--- config.mk ---
export PLATFORM = sky130hd
export DESIGN_NAME = vec_sequencer
export DESIGN_NICKNAME = d
export VERILOG_FILES = /design/src/source/seq_pkg.sv /design/src/source/vec_sequencer.sv /design/src/source/issue_ctrl.sv /design/src/source/unit_queue_ctrl.sv /design/src/source/vreg_scoreboard.sv /design/src/source/vinsn_tracker.sv
export VERILOG_INCLUDE_DIRS = /design/src /design/src/source
export SDC_FILE = /design/constraint.sdc
export NUM_CORES = 1
export LEC_CHECK = 0
export BUFFER_PORTS_ARGS = -buffer_cell sky130_fd_sc_hd__buf_4
export CAP_MARGIN = 20
export CORE_UTILIZATION = 45
export DETAILED_ROUTE_END_ITERATION = 6
export PLACE_DENSITY_LB_ADDON = 0.3
export RECOVER_POWER = 50
export REMOVE_ABC_BUFFERS = 1
export SKIP_CTS_REPAIR_TIMING = 1
export SYNTH_ARGS = -nofsm -noshare
export SYNTH_HDL_FRONTEND = slang
export SYNTH_SLANG_ARGS = --single-unit
--- constraint.sdc ---
create_clock -name clk_i -period 3.48 [get_ports clk_i]
set_input_delay 0.174 -clock clk_i [delete_from_list [all_inputs] [get_ports clk_i]]
set_output_delay 0.174 -clock clk_i [all_outputs]
set_load 0.005 [all_outputs]
--- src/source/seq_macros.svh ---
//////////////////////////////
// Vector sequencer sizes
// Build-time counts and per-unit
// instruction queue depths
//////////////////////////////

`ifndef SEQ_MACROS_SVH
`define SEQ_MACROS_SVH

// Instruction IDs in flight at once
`define SEQ_NR_VINSN 8
// Architectural vector registers
`define SEQ_NR_VREGS 32
// ALU, MFPU, load and store
`define SEQ_NR_UNITS 4

// Queue depth of each unit
`define SEQ_ALU_QDEPTH  2
`define SEQ_MFPU_QDEPTH 2
`define SEQ_VLDU_QDEPTH 1
`define SEQ_VSTU_QDEPTH 1

// Wide enough to hold the largest depth
`define SEQ_CNT_W 2

`endif
--- src/source/seq_pkg.sv ---
//////////////////////////////
// Vector sequencer types
// IDs, register indices, operations,
// units, issue states and the
// operation to unit mapping
//////////////////////////////

`include "seq_macros.svh"

package seq_pkg;

  // One instruction ID
  typedef logic [$clog2(`SEQ_NR_VINSN)-1:0] vid_t;
  // One bit per instruction ID
  typedef logic [`SEQ_NR_VINSN-1:0] vinsn_vec_t;
  // Vector register index
  typedef logic [$clog2(`SEQ_NR_VREGS)-1:0] vreg_t;

  // Decoded operations
  typedef enum logic [2:0] {
    VADD,
    VSUB,
    VMUL,
    VMACC,
    VLE,
    VSE
  } seq_op_e;

  // Functional units, also the row index of the running matrix
  typedef enum logic [1:0] {
    VFU_ALU,
    VFU_MFPU,
    VFU_LOAD,
    VFU_STORE
  } vfu_e;

  // Issue FSM states
  typedef enum logic {
    ST_IDLE,
    ST_WAIT
  } seq_state_e;

  // Unit that executes an operation
  function automatic vfu_e op_unit(seq_op_e op);
    unique case (op)
      VADD, VSUB:  op_unit = VFU_ALU;
      VMUL, VMACC: op_unit = VFU_MFPU;
      VLE:         op_unit = VFU_LOAD;
      default:     op_unit = VFU_STORE;
    endcase
  endfunction

endpackage

--- src/source/vec_sequencer.sv ---
//////////////////////////////
// Vector instruction sequencer
// Top level joining ID tracking,
// hazard scoreboard, unit queues
// and issue control
//////////////////////////////

`include "seq_macros.svh"

module vec_sequencer import seq_pkg::*; (
  input  logic                            clk_i,
  input  logic                            rst_ni,
  // Dispatcher
  input  logic                            req_valid_i,
  output logic                            req_ready_o,
  input  seq_op_e                         req_op_i,
  input  vreg_t                           req_vs1_i,
  input  logic                            req_use_vs1_i,
  input  vreg_t                           req_vs2_i,
  input  logic                            req_use_vs2_i,
  input  vreg_t                           req_vd_i,
  input  logic                            req_use_vd_i,
  output logic                            resp_valid_o,
  output logic                            resp_error_o,
  output logic                            idle_o,
  // Processing elements
  output logic                            pe_req_valid_o,
  input  logic                            pe_req_ready_i,
  output vid_t                            pe_req_id_o,
  output seq_op_e                         pe_req_op_o,
  output vreg_t                           pe_req_vs1_o,
  output vreg_t                           pe_req_vs2_o,
  output vreg_t                           pe_req_vd_o,
  output vinsn_vec_t                      pe_hazard_vs1_o,
  output vinsn_vec_t                      pe_hazard_vs2_o,
  output vinsn_vec_t                      pe_hazard_vd_o,
  output vinsn_vec_t                      vinsn_running_o,
  output vinsn_vec_t [`SEQ_NR_VINSN-1:0]  hazard_table_o,
  input  vinsn_vec_t [`SEQ_NR_UNITS-1:0]  unit_done_i,
  // Address generation
  input  logic                            addrgen_ack_i,
  input  logic                            addrgen_error_i
);

  logic       issue, id_full, unit_free;
  vid_t       issue_id, next_id;
  vfu_e       req_unit;
  vinsn_vec_t running_next;
  vinsn_vec_t hazard_vs1, hazard_vs2, hazard_vd;

  vinsn_tracker i_tracker (
    .clk_i               (clk_i),
    .rst_ni              (rst_ni),
    .issue_i             (issue),
    .issue_id_i          (issue_id),
    .issue_unit_i        (req_unit),
    .unit_done_i         (unit_done_i),
    .next_id_o           (next_id),
    .full_o              (id_full),
    .vinsn_running_o     (vinsn_running_o),
    .vinsn_running_next_o(running_next),
    .idle_o              (idle_o)
  );

  vreg_scoreboard i_scoreboard (
    .clk_i               (clk_i),
    .rst_ni              (rst_ni),
    .issue_i             (issue),
    .issue_id_i          (issue_id),
    .req_vs1_i           (req_vs1_i),
    .req_use_vs1_i       (req_use_vs1_i),
    .req_vs2_i           (req_vs2_i),
    .req_use_vs2_i       (req_use_vs2_i),
    .req_vd_i            (req_vd_i),
    .req_use_vd_i        (req_use_vd_i),
    .vinsn_running_next_i(running_next),
    .hazard_vs1_o        (hazard_vs1),
    .hazard_vs2_o        (hazard_vs2),
    .hazard_vd_o         (hazard_vd),
    .hazard_table_o      (hazard_table_o)
  );

  // The issued unit is the pending request's unit
  unit_queue_ctrl i_queue_ctrl (
    .clk_i       (clk_i),
    .rst_ni      (rst_ni),
    .issue_i     (issue),
    .issue_unit_i(req_unit),
    .req_unit_i  (req_unit),
    .unit_done_i (unit_done_i),
    .unit_free_o (unit_free)
  );

  issue_ctrl i_issue_ctrl (
    .clk_i          (clk_i),
    .rst_ni         (rst_ni),
    .req_valid_i    (req_valid_i),
    .req_op_i       (req_op_i),
    .req_vs1_i      (req_vs1_i),
    .req_vs2_i      (req_vs2_i),
    .req_vd_i       (req_vd_i),
    .req_use_vs1_i  (req_use_vs1_i),
    .req_use_vs2_i  (req_use_vs2_i),
    .req_use_vd_i   (req_use_vd_i),
    .id_full_i      (id_full),
    .unit_free_i    (unit_free),
    .next_id_i      (next_id),
    .hazard_vs1_i   (hazard_vs1),
    .hazard_vs2_i   (hazard_vs2),
    .hazard_vd_i    (hazard_vd),
    .pe_req_ready_i (pe_req_ready_i),
    .addrgen_ack_i  (addrgen_ack_i),
    .addrgen_error_i(addrgen_error_i),
    .req_ready_o    (req_ready_o),
    .req_unit_o     (req_unit),
    .issue_o        (issue),
    .issue_id_o     (issue_id),
    .pe_req_valid_o (pe_req_valid_o),
    .pe_req_id_o    (pe_req_id_o),
    .pe_req_op_o    (pe_req_op_o),
    .pe_req_vs1_o   (pe_req_vs1_o),
    .pe_req_vs2_o   (pe_req_vs2_o),
    .pe_req_vd_o    (pe_req_vd_o),
    .pe_hazard_vs1_o(pe_hazard_vs1_o),
    .pe_hazard_vs2_o(pe_hazard_vs2_o),
    .pe_hazard_vd_o (pe_hazard_vd_o),
    .resp_valid_o   (resp_valid_o),
    .resp_error_o   (resp_error_o)
  );

endmodule

--- src/source/issue_ctrl.sv ---
//////////////////////////////
// Issue control
// Dispatcher handshake, request register
// toward the processing elements and
// the load/store acknowledge wait
//////////////////////////////

module issue_ctrl import seq_pkg::*; (
  input  logic       clk_i,
  input  logic       rst_ni,
  input  logic       req_valid_i,
  input  seq_op_e    req_op_i,
  input  vreg_t      req_vs1_i,
  input  vreg_t      req_vs2_i,
  input  vreg_t      req_vd_i,
  input  logic       req_use_vs1_i,
  input  logic       req_use_vs2_i,
  input  logic       req_use_vd_i,
  input  logic       id_full_i,
  input  logic       unit_free_i,
  input  vid_t       next_id_i,
  input  vinsn_vec_t hazard_vs1_i,
  input  vinsn_vec_t hazard_vs2_i,
  input  vinsn_vec_t hazard_vd_i,
  input  logic       pe_req_ready_i,
  input  logic       addrgen_ack_i,
  input  logic       addrgen_error_i,
  output logic       req_ready_o,
  output vfu_e       req_unit_o,
  output logic       issue_o,
  output vid_t       issue_id_o,
  output logic       pe_req_valid_o,
  output vid_t       pe_req_id_o,
  output seq_op_e    pe_req_op_o,
  output vreg_t      pe_req_vs1_o,
  output vreg_t      pe_req_vs2_o,
  output vreg_t      pe_req_vd_o,
  output vinsn_vec_t pe_hazard_vs1_o,
  output vinsn_vec_t pe_hazard_vs2_o,
  output vinsn_vec_t pe_hazard_vd_o,
  output logic       resp_valid_o,
  output logic       resp_error_o
);

  seq_state_e state_d, state_q;
  logic       pe_hold;

  assign req_unit_o = op_unit(req_op_i);

  // Previous request still waiting on the operand requesters
  assign pe_hold = pe_req_valid_o && !pe_req_ready_i;

  ////////////////////////////////
  // Acceptance
  ////////////////////////////////

  assign req_ready_o = (state_q == ST_IDLE) && !pe_hold && !id_full_i && unit_free_i;
  assign issue_o     = req_valid_i && req_ready_o;
  assign issue_id_o  = next_id_i;

  always_comb begin
    state_d = state_q;
    unique case (state_q)
      ST_IDLE: begin
        // Memory ops block the dispatcher until address generation answers
        if (issue_o && (req_unit_o == VFU_LOAD || req_unit_o == VFU_STORE)) begin
          state_d = ST_WAIT;
        end
      end
      ST_WAIT: begin
        if (addrgen_ack_i) state_d = ST_IDLE;
      end
      default: state_d = ST_IDLE;
    endcase
  end

  // One-cycle response at the acknowledge
  assign resp_valid_o = (state_q == ST_WAIT) && addrgen_ack_i;
  assign resp_error_o = resp_valid_o && addrgen_error_i;

  ////////////////////////////////
  // Request register
  ////////////////////////////////

  always_ff @(posedge clk_i or negedge rst_ni) begin
    if (!rst_ni) begin
      state_q        <= ST_IDLE;
      pe_req_valid_o <= 1'b0;
    end else begin
      state_q <= state_d;
      // Hold while stalled, drop once taken
      if (issue_o) pe_req_valid_o <= 1'b1;
      else if (pe_req_ready_i) pe_req_valid_o <= 1'b0;
    end
  end

  // Fields only load on acceptance
  always_ff @(posedge clk_i) begin
    if (issue_o) begin
      pe_req_id_o     <= next_id_i;
      pe_req_op_o     <= req_op_i;
      pe_req_vs1_o    <= req_vs1_i;
      pe_req_vs2_o    <= req_vs2_i;
      pe_req_vd_o     <= req_vd_i;
      pe_hazard_vs1_o <= hazard_vs1_i;
      pe_hazard_vs2_o <= hazard_vs2_i;
      pe_hazard_vd_o  <= hazard_vd_i;
    end
  end

  // Back-pressure freezes the whole request
  a_pe_req_stable: assert property (
    @(posedge clk_i) disable iff (!rst_ni)
    pe_req_valid_o && !pe_req_ready_i |=> pe_req_valid_o && $stable(pe_req_id_o) &&
      $stable(pe_req_op_o) && $stable(pe_req_vs1_o) && $stable(pe_req_vs2_o) &&
      $stable(pe_req_vd_o) && $stable(pe_hazard_vs1_o) && $stable(pe_hazard_vs2_o) &&
      $stable(pe_hazard_vd_o)
  );

endmodule

--- src/source/unit_queue_ctrl.sv ---
//////////////////////////////
// Unit queue control
// Counts instructions queued per unit
// and flags room for one more
//////////////////////////////

`include "seq_macros.svh"

module unit_queue_ctrl import seq_pkg::*; (
  input  logic                            clk_i,
  input  logic                            rst_ni,
  input  logic                            issue_i,
  input  vfu_e                            issue_unit_i,
  input  vfu_e                            req_unit_i,
  input  vinsn_vec_t [`SEQ_NR_UNITS-1:0]  unit_done_i,
  output logic                            unit_free_o
);

  // Depths in vfu_e order
  localparam logic [`SEQ_CNT_W-1:0] unit_depth [`SEQ_NR_UNITS] = '{
    `SEQ_CNT_W'(`SEQ_ALU_QDEPTH),
    `SEQ_CNT_W'(`SEQ_MFPU_QDEPTH),
    `SEQ_CNT_W'(`SEQ_VLDU_QDEPTH),
    `SEQ_CNT_W'(`SEQ_VSTU_QDEPTH)
  };

  logic [`SEQ_NR_UNITS-1:0][`SEQ_CNT_W-1:0] cnt_q;

  for (genvar u = 0; u < `SEQ_NR_UNITS; u++) begin : gen_unit_cnt
    logic cnt_up, cnt_down;

    // Up on issue to this unit, down on any completion there
    assign cnt_up   = issue_i && (issue_unit_i == vfu_e'(u));
    assign cnt_down = |unit_done_i[u];

    always_ff @(posedge clk_i or negedge rst_ni) begin
      if (!rst_ni) begin
        cnt_q[u] <= '0;
      end else if (cnt_up && !cnt_down) begin
        cnt_q[u] <= cnt_q[u] + 1'b1;
      end else if (cnt_down && !cnt_up) begin
        cnt_q[u] <= cnt_q[u] - 1'b1;
      end
      // Issue and done together leave the count unchanged
    end

    // Issue gating keeps each queue within its depth
    a_cnt_in_depth: assert property (
      @(posedge clk_i) disable iff (!rst_ni) cnt_q[u] <= unit_depth[u]
    );
  end

  // Room left in the unit the pending request targets
  assign unit_free_o = cnt_q[req_unit_i] < unit_depth[req_unit_i];

endmodule

--- src/source/vreg_scoreboard.sv ---
//////////////////////////////
// Vector register scoreboard
// Read and write lists per register,
// RAW/WAR/WAW hazard vectors and the
// global hazard table
//////////////////////////////

`include "seq_macros.svh"

module vreg_scoreboard import seq_pkg::*; (
  input  logic                            clk_i,
  input  logic                            rst_ni,
  input  logic                            issue_i,
  input  vid_t                            issue_id_i,
  input  vreg_t                           req_vs1_i,
  input  logic                            req_use_vs1_i,
  input  vreg_t                           req_vs2_i,
  input  logic                            req_use_vs2_i,
  input  vreg_t                           req_vd_i,
  input  logic                            req_use_vd_i,
  input  vinsn_vec_t                      vinsn_running_next_i,
  output vinsn_vec_t                      hazard_vs1_o,
  output vinsn_vec_t                      hazard_vs2_o,
  output vinsn_vec_t                      hazard_vd_o,
  output vinsn_vec_t [`SEQ_NR_VINSN-1:0]  hazard_table_o
);

  ////////////////////////////////
  // Access lists
  ////////////////////////////////

  // Last reader and last writer of every register
  logic [`SEQ_NR_VREGS-1:0] rd_valid_d, rd_valid_q;
  logic [`SEQ_NR_VREGS-1:0] wr_valid_d, wr_valid_q;
  vid_t [`SEQ_NR_VREGS-1:0] rd_vid_d, rd_vid_q;
  vid_t [`SEQ_NR_VREGS-1:0] wr_vid_d, wr_vid_q;

  vinsn_vec_t raw_vs1, raw_vs2, war_vd, waw_vd;
  vinsn_vec_t [`SEQ_NR_VINSN-1:0] table_d;

  always_comb begin
    raw_vs1 = '0;
    raw_vs2 = '0;
    war_vd  = '0;
    waw_vd  = '0;
    // RAW on the sources
    if (req_use_vs1_i && wr_valid_q[req_vs1_i]) raw_vs1[wr_vid_q[req_vs1_i]] = 1'b1;
    if (req_use_vs2_i && wr_valid_q[req_vs2_i]) raw_vs2[wr_vid_q[req_vs2_i]] = 1'b1;
    // WAR and WAW on the destination
    if (req_use_vd_i && rd_valid_q[req_vd_i]) war_vd[rd_vid_q[req_vd_i]] = 1'b1;
    if (req_use_vd_i && wr_valid_q[req_vd_i]) waw_vd[wr_vid_q[req_vd_i]] = 1'b1;
  end

  // A reader of vd must finish before it gets overwritten
  assign hazard_vs1_o = (raw_vs1 | war_vd) & vinsn_running_next_i;
  assign hazard_vs2_o = (raw_vs2 | war_vd) & vinsn_running_next_i;
  assign hazard_vd_o  = waw_vd & vinsn_running_next_i;

  ////////////////////////////////
  // Update on issue and done
  ////////////////////////////////

  always_comb begin
    rd_valid_d = rd_valid_q;
    wr_valid_d = wr_valid_q;
    rd_vid_d   = rd_vid_q;
    wr_vid_d   = wr_vid_q;
    table_d    = hazard_table_o;
    if (issue_i) begin
      // New instruction becomes writer of vd and reader of its sources
      if (req_use_vd_i) begin
        wr_vid_d[req_vd_i]   = issue_id_i;
        wr_valid_d[req_vd_i] = 1'b1;
      end
      if (req_use_vs1_i) begin
        rd_vid_d[req_vs1_i]   = issue_id_i;
        rd_valid_d[req_vs1_i] = 1'b1;
      end
      if (req_use_vs2_i) begin
        rd_vid_d[req_vs2_i]   = issue_id_i;
        rd_valid_d[req_vs2_i] = 1'b1;
      end
      // Row holds every instruction the new one waits on
      table_d[issue_id_i] = hazard_vs1_o | hazard_vs2_o | hazard_vd_o;
    end
    // Drop entries of finished instructions
    for (int v = 0; v < `SEQ_NR_VREGS; v++) begin
      rd_valid_d[v] &= vinsn_running_next_i[rd_vid_d[v]];
      wr_valid_d[v] &= vinsn_running_next_i[wr_vid_d[v]];
    end
    // Clear columns of finished IDs, and rows that no longer run
    for (int i = 0; i < `SEQ_NR_VINSN; i++) begin
      table_d[i] &= vinsn_running_next_i;
      if (!vinsn_running_next_i[i]) table_d[i] = '0;
    end
  end

  always_ff @(posedge clk_i or negedge rst_ni) begin
    if (!rst_ni) begin
      rd_valid_q     <= '0;
      wr_valid_q     <= '0;
      hazard_table_o <= '0;
    end else begin
      rd_valid_q     <= rd_valid_d;
      wr_valid_q     <= wr_valid_d;
      hazard_table_o <= table_d;
    end
  end

  // Reader and writer IDs of the lists
  always_ff @(posedge clk_i) begin
    rd_vid_q <= rd_vid_d;
    wr_vid_q <= wr_vid_d;
  end

endmodule

--- src/source/vinsn_tracker.sv ---
//////////////////////////////
// Instruction ID tracker
// Hands out the lowest free ID and
// keeps the running set per unit
//////////////////////////////

`include "seq_macros.svh"

module vinsn_tracker import seq_pkg::*; (
  input  logic                            clk_i,
  input  logic                            rst_ni,
  input  logic                            issue_i,
  input  vid_t                            issue_id_i,
  input  vfu_e                            issue_unit_i,
  input  vinsn_vec_t [`SEQ_NR_UNITS-1:0]  unit_done_i,
  output vid_t                            next_id_o,
  output logic                            full_o,
  output vinsn_vec_t                      vinsn_running_o,
  output vinsn_vec_t                      vinsn_running_next_o,
  output logic                            idle_o
);

  // Row per unit, column per instruction ID
  vinsn_vec_t [`SEQ_NR_UNITS-1:0] unit_running_d, unit_running_q;

  always_comb begin
    unit_running_d = unit_running_q;
    // Completed instructions leave their unit
    for (int u = 0; u < `SEQ_NR_UNITS; u++) begin
      unit_running_d[u] &= ~unit_done_i[u];
    end
    // New instruction starts on its target unit
    if (issue_i) begin
      unit_running_d[issue_unit_i][issue_id_i] = 1'b1;
    end
    // Overall set is the union of all units
    vinsn_running_next_o = '0;
    for (int u = 0; u < `SEQ_NR_UNITS; u++) begin
      vinsn_running_next_o |= unit_running_d[u];
    end
  end

  always_ff @(posedge clk_i or negedge rst_ni) begin
    if (!rst_ni) begin
      unit_running_q  <= '0;
      vinsn_running_o <= '0;
    end else begin
      unit_running_q  <= unit_running_d;
      vinsn_running_o <= vinsn_running_next_o;
    end
  end

  // Leading-zero search from the LSB for the lowest free ID
  always_comb begin
    next_id_o = '0;
    for (int i = `SEQ_NR_VINSN - 1; i >= 0; i--) begin
      if (!vinsn_running_o[i]) next_id_o = vid_t'(i);
    end
  end

  assign full_o = &vinsn_running_o;
  // Idle once nothing runs anywhere
  assign idle_o = ~|vinsn_running_o;

  // Issue control must never accept with every ID taken
  a_no_issue_when_full: assert property (
    @(posedge clk_i) disable iff (!rst_ni) issue_i |-> !full_o
  );

endmodule

Word level (Yosys, flattened, before mapping)
Index checks and enable logic that the tools add are counted.
Word-level totals
  flip-flop bits (word level): 415
  output and inout bits: 122
  input port bits: 59
  logic and storage cells: 576
Operators by class
  muxes and demuxes: 227
  reductions and logical operators: 61
  add/sub/neg operators: 8
  equal/unequal tests: 7
  bitwise logic cells: 96
  order comparisons: 84
Operators by type and width (number)
  96-bit 2-to-1 mux: 6
  96-bit bitwise mux: 3
  3-bit by 4-bit less-than comparator with 1-bit output (second input constant): 69
  32-bit 2-to-1 mux: 7
  1-bit binary-select mux with 3-bit select: 64
  32-bit OR: 4
  8-bit AND: 15
  8-bit 2-to-1 mux: 14
  1-bit 2-to-1 mux: 80
  1-bit AND: 64
  64-bit bitwise mux: 1
  64-bit 2-to-1 mux: 1
  3-bit binary-select mux with 5-bit select: 4
  8-bit OR: 7
  3-bit demux with 5-bit select: 3
  3-bit 2-to-1 mux: 15
  8-bit OR reduction: 5
  1-bit logical AND: 33
  8-bit inverter: 4
  8-bit demux with 3-bit select: 1
  2-bit 2-to-1 mux: 11
  1-bit binary-select mux with 5-bit select: 4
  5-bit by 6-bit less-than comparator with 1-bit output (second input constant): 3
  8-bit demux with 2-bit select: 1
  other kinds (27): 64

Depth between registers and ports, before layout
  depth in word-level cells: 26
  mapped depth: 18
  depth with buffers taken out: 13

Modules after synthesis
A second synthesis with hierarchy kept.
Second synthesis, totals
  cell total of the unflattened synthesis: 2327
  area total of the unflattened synthesis: 26023.7 sq um
Modules (own cells, without submodules)
  vreg_scoreboard: times used 1, cells an instance 2034, area an instance 22118.7 sq um, sequential area each 7046.8 sq um
  vinsn_tracker: times used 1, cells an instance 180, area an instance 1864.3 sq um, sequential area each 1001.0 sq um
  issue_ctrl: times used 1, cells an instance 63, area an instance 1511.4 sq um, sequential area each 1401.3 sq um
  unit_queue_ctrl: times used 1, cells an instance 50, area an instance 529.3 sq um, sequential area each 200.2 sq um

Worst setup path after synthesis
OpenSTA, ideal clock, no wires.
  path type: input port to flip-flop
  start point: in req_op_i[1]
  end point: reg i_scoreboard.wr_valid_q[17]
  data required time: 3.385 ns
  arrival: 3.328 ns
  stages: 13
  setup time: 0.095 ns
  path slack: 0.058 ns
  path buffers: 3
  cell sequence: buf_2 -> nor2_1 -> mux2i_1 -> a21oi_1 -> ha_1 -> nor2_1 -> and3_1 -> buf_2 -> buf_1 -> nand3_1 -> inv_1 -> a21oi_1 -> a211oi_1
Between the ends
  word-level cells in the longest chain between the ends: 17
  elaborated cells between the ends (all ways): 32
  classes of those cells: 3 x order compare; 4 x eq/ne; 13 x mux; 6 x bitwise; 6 x reduce/logical
Ends and longest elaborated chain
  start: declaration: line vec_sequencer.sv:16  | input seq_op_e req_op_i,
  3-bit by 2-bit == test with 1-bit output (tied with other cells): line seq_pkg.sv:45  | unique case (op)
  2-bit OR reduction: line seq_pkg.sv:45
  2-bit case mux with 3 select lines *: line seq_pkg.sv:45
  2-bit inverter with 3-bit output (not written as such): line unit_queue_ctrl.sv:54  | assign unit_free_o = cnt_q[req_unit_i] < unit_depth[req_unit_i];
  2-bit binary-select mux with 2-bit select: line unit_queue_ctrl.sv:54
  2-bit 2-to-1 mux (not written as such) (2 in series): line unit_queue_ctrl.sv:54
  2-bit less-than comparator *: line unit_queue_ctrl.sv:54
  1-bit logical AND *: line issue_ctrl.sv:57  | assign req_ready_o = (state_q == ST_IDLE) && !pe_hold && !id_full_i && unit_free_i;
  1-bit logical AND *: line issue_ctrl.sv:58  | assign issue_o = req_valid_i && req_ready_o;
  named net i_issue_ctrl.issue_o: line issue_ctrl.sv:30  | output logic issue_o,
  32-bit 2-to-1 mux: line vinsn_tracker.sv:33  | if (issue_i) begin
  8-bit OR (3 in series): line vinsn_tracker.sv:39  | vinsn_running_next_o |= unit_running_d[u];
  1-bit binary-select mux with 3-bit select: line vreg_scoreboard.sv:89  | wr_valid_d[v] &= vinsn_running_next_i[wr_vid_d[v]];
  1-bit 2-to-1 mux (not written as such): line vreg_scoreboard.sv:89
  1-bit AND *: line vreg_scoreboard.sv:89
  named net i_scoreboard.wr_valid_d[17]: line vreg_scoreboard.sv:34  | logic [`SEQ_NR_VREGS-1:0] wr_valid_d, wr_valid_q;
  end signal: assignment: line vreg_scoreboard.sv:105  | wr_valid_q <= wr_valid_d;
  end: declaration: line vreg_scoreboard.sv:34
The timed path passes the listed nets; every way through them passes the cells marked *. The select of a mux whose other input is x is not followed.
A chain may end at the register's enable or synchronous reset.

==> impl_metrics.py <==
metrics = {
    "floorplan": {
        "die_area_um2": 59600,
        "die_w_um": 244,
        "io_pins": 181,
        "start_util_pct": 45.6,
        "die_y_um": 244,
        "core_area_um2": 57800,
        "rows": 88,
    },
    "synthesis": {
        "synth-seq-cells": 415,
        "ys_warn_count": 0,
        "synth_cell_type_count": 96,
        "avgSynthCellArea_um2": 9.36,
        "synth_edf_count": 45,
        "synth_top_flop_cell": "dfxtp_1",
        "syn_area_um2": 26400,
        "synthArstFlopShare_pct": 42.9,
        "synthCells": 2820,
        "synth-seq-area-share_pct": 36.6,
    },
    "hold_path": {
        "hold_end": "i_issue_ctrl.pe_req_valid_o",
        "min-delay-path-class": "in2reg",
        "hold_depth": 3,
        "min-delay-start": "pe_req_ready_i",
    },
    "clocking": {
        "cts_buffers": 46,
        "cts.clk_slew.worst_paths_ns": 0.06,
        "cts.sinks": 415,
        "cts-root-buf": "clkbuf_16",
        "clockBufferDepth": 3,
        "h-tree-depth": 2,
        "cts_tree": "built",
        "clk_latency_ns": 0.63,
    },
    "grt": {
        "antenna_found_initial": 2,
        "grtUsageTotal_pct": 36.1,
        "grt_pass1_vias": 25017,
        "grt_max_degree": 88,
        "grt_overflow": 0,
        "grt_pass1_wl_mm": 162,
    },
    "timing": {
        "min_period_over_period_pct": 97.8,
        "skew_ns": 0.0388,
        "tightestPinTransition_ns": 2.59,
        "max_slew_margin_pct": -72.6,
        "hold_violations": 0,
        "setup_ws_ns": 0.0781,
        "slew_viol_final": 88,
        "fmax_ghz": 0.294,
        "tns_ns": 0,
        "fin_hold_ws_ns": 0.00437,
        "setup_violations": 0,
        "fin_crit_ns": 3.40,
    },
    "place": {
        "place_ws_ns": 0.0115,
        "dp.cells": 3841,
        "dpl.hpwl_mm": 81.2,
        "port_buffers": 180,
        "gp_congestion": 1.04,
    },
    "cells_and_area": {
        "fillCellCount": 5056,
        "final_layout_size_suffix_gt1_share_pct": 23.6,
        "area_growth_pct": 24.0,
        "nets": 3251,
        "layout.cells.non_filler": 3991,
    },
    "worst_setup_path": {
        "ff2ff_setup_slack_ns": 0.08,
        "cp_data_arrival_time_ns": 3.87,
        "r2r_end": "i_scoreboard.hazard_table_o[13]",
        "ff2ff_path_depth": 9,
        "crit_path_end_kind": "flop",
        "worstPathMaxFanout": 8,
        "crit-reg2reg-launch": "i_scoreboard.wr_valid_q[11]",
        "critPathLaunchType": "flop",
        "crit_type": "reg2reg",
        "crit_required_ns": 3.95,
    },
    "route": {
        "via_per_inst": 6.54,
        "wl_mm": 113,
        "drt_iter0_drc": 2818,
        "drc": 1,
        "dr.pass1.iters": 7,
        "num_vias": 26096,
        "wire_per_inst_um": 28.3,
        "ant_nets": 0,
    },
    "pwr": {
        "ir_drop_uv": 351,
        "power.density_nw_per_um2": 469,
        "leakagePower_uw": 0.0149,
    },
    "run_status": {
        "violations": "DRC, capacitance limit, slew limit",
        "status": "complete, but fails checks",
    },
    "flow_run": {
        "cap_viol_max_count": 1,
    },
}
-- kinds of logic (layout without fill, tap and decap cells) --
| logic type | count (synthesis) | in the layout | share of synthesized area [%] |
|---|---|---|---|
| simple gates | 838 | 839 | 18.1 |
| compound gates | 675 | 675 | 17.9 |
| mux | 474 | 474 | 20.0 |
| flops | 415 | 415 | 36.6 |
| buf+inv | 401 | 805 | 6.83 |
| xor+xnor | 12 | 12 | 0.398 |
| fa+ha+maj | 5 | 5 | 0.237 |
| other cells | 0 | 1 | 0 |
-- state kept, by name, indices dropped and copies added (netlist names), 8 cells and up --
| register | flops |
|---|---|
| i_scoreboard.rd_vid_q | 96 |
| i_scoreboard.wr_vid_q | 96 |
| i_scoreboard.hazard_table_o | 64 |
| i_scoreboard.rd_valid_q | 32 |
| i_scoreboard.wr_valid_q | 32 |
| i_tracker.unit_running_q | 32 |
| i_issue_ctrl.pe_hazard_vd_o | 8 |
| i_issue_ctrl.pe_hazard_vs1_o | 8 |
| i_issue_ctrl.pe_hazard_vs2_o | 8 |
| i_queue_ctrl.cnt_q | 8 |
| i_tracker.vinsn_running_o | 8 |
-- layout by cell type, fill, tap and decap left out, drive strengths merged, types with 14 or more instances in the layout --
master and count:
inv 197, nand4 45, a21oi 164, or3b 14, nor2 213, o2111ai 63, nor4 50, o211ai 31
nor3b 17, nor2b 19, mux2i 382, o32ai 16, o21ai 89, and2 19, a211oi 93, dlygate4sd3 43
nand2 204, dfxtp 192, edfxtp 45, a2111oi 26, buf 351, nor3 115, nand2b 36, clkbuf 193
a32oi 29, or4 15, mux4 34, mux2 58, o22ai 97, nand3b 17, nand3 18, dfrtp 178
-- where the power goes --
part           switching [µW]  internal (µW)  total [µW]
Sequential                250           5210        5460
Clock                    2190           3150        5340
Combinational            2770           1780        4550
-- synth_stat cells (11+ instances only) --
| cell type | count | area share (%) |
|---|---|---|
| a2111oi_0 | 11 | 0.37 |
| a211oi_1 | 90 | 2.6 |
| a21oi_1 | 164 | 3.1 |
| a32oi_1 | 29 | 0.96 |
| and2_1 | 19 | 0.45 |
| buf_1 | 13 | 0.18 |
| buf_2 | 68 | 1.3 |
| buf_4 | 18 | 0.51 |
| buf_6 | 19 | 0.81 |
| clkbuf_1 | 88 | 1.3 |
| dfrtp_1 | 178 | 17 |
| dfxtp_1 | 192 | 15 |
| edfxtp_1 | 45 | 5.1 |
| inv_1 | 191 | 2.7 |
| mux2_2 | 58 | 2.5 |
| mux2i_1 | 379 | 14 |
| mux4_2 | 34 | 2.9 |
| nand2_1 | 204 | 2.9 |
| nand2b_1 | 36 | 0.85 |
| nand3_1 | 18 | 0.34 |
| nand3b_1 | 17 | 0.48 |
| nand4_1 | 44 | 1.0 |
| nor2_1 | 211 | 3.0 |
| nor2b_1 | 19 | 0.45 |
| nor3_1 | 109 | 2.1 |
| nor4_1 | 17 | 0.40 |
| nor4_4 | 29 | 2.3 |
| o2111ai_1 | 63 | 2.1 |
| o211ai_1 | 31 | 0.88 |
| o21ai_0 | 56 | 1.1 |
| o21ai_1 | 33 | 0.63 |
| o22ai_1 | 95 | 2.3 |
| o32ai_1 | 15 | 0.50 |
| or2_2 | 11 | 0.26 |
| or3_1 | 11 | 0.26 |
| or4_1 | 15 | 0.43 |
-- how the worst max path moves through the flow --
| stage | startpoint | endpoint | slack [ns] | depth (start not counted) |
|---|---|---|---|---|
| 2_1_floorplan | i_queue_ctrl.cnt_q[1] | i_scoreboard.rd_valid_q[0] | -4.90 | 10 |
| 3_3_place_gp | req_vs2_i[1] | i_scoreboard.hazard_table_o[5] | 0.06 | 11 |
| 3_5_place_dp | req_op_i[1] | i_scoreboard.rd_valid_q[4] | 0.01 | 13 |
| 4_1_cts | i_queue_ctrl.cnt_q[1] | i_scoreboard.rd_valid_q[0] | 0.002 | 12 |
| 5_1_grt | i_queue_ctrl.cnt_q[1] | i_scoreboard.rd_valid_q[0] | -0.02 | 15 |
| 6_report | i_scoreboard.wr_valid_q[11] | i_scoreboard.hazard_table_o[13] | 0.08 | 9 |
-- cell type report --
type                            count  area (µm²)  area share [%]
Sequential cell                   415        9650            29.5
Inverter                          194         728            2.22
Clock buffer                       62        1290            3.95
Clock inverter                     24         347            1.06
Multi-Input combinational cell   2005       15100            46.3
Tap cell                          765         957            2.92
Timing Repair Buffer              525        4610            14.1
Antenna cell                        1        2.50         0.00765
-- routing by layer --
layer  vias up  GRT usage, %  share of wire [%]
li1      11303             -                  -
met1     12794          47.6                 40
met2      1597          56.8                 45
met3       400          5.96                9.6
met4         2          19.3                6.1
met5         -             0             0.0062
-- worst max-delay path, cell delays in order (launching register included) --
cell	delay [ns]
dfrtp_1	0.51
mux4_2	0.51
mux2i_1	0.28
o21ai_0	0.22
a211oi_1	0.36
buf_4	0.21
nand3b_1	0.18
and3b_1	0.24
nor3_2	0.59
a211oi_1	0.16
-- stage by stage --
| step | cell area (µm²) | utilization [%] | power [µW] |
|---|---|---|---|
| finish | 32700 | 56.6 | 15400 |
| global route | 32700 | 56.6 | 15900 |
| detailed placement | 30300 | 52.4 | 9870 |
| CTS | 32000 | 55.3 | 15200 |
| global placement | 30300 | 52.4 | 9740 |
| floorplan | 25300 | - | 7750 |
Note: power is estimated with default switching activity, not from simulation.
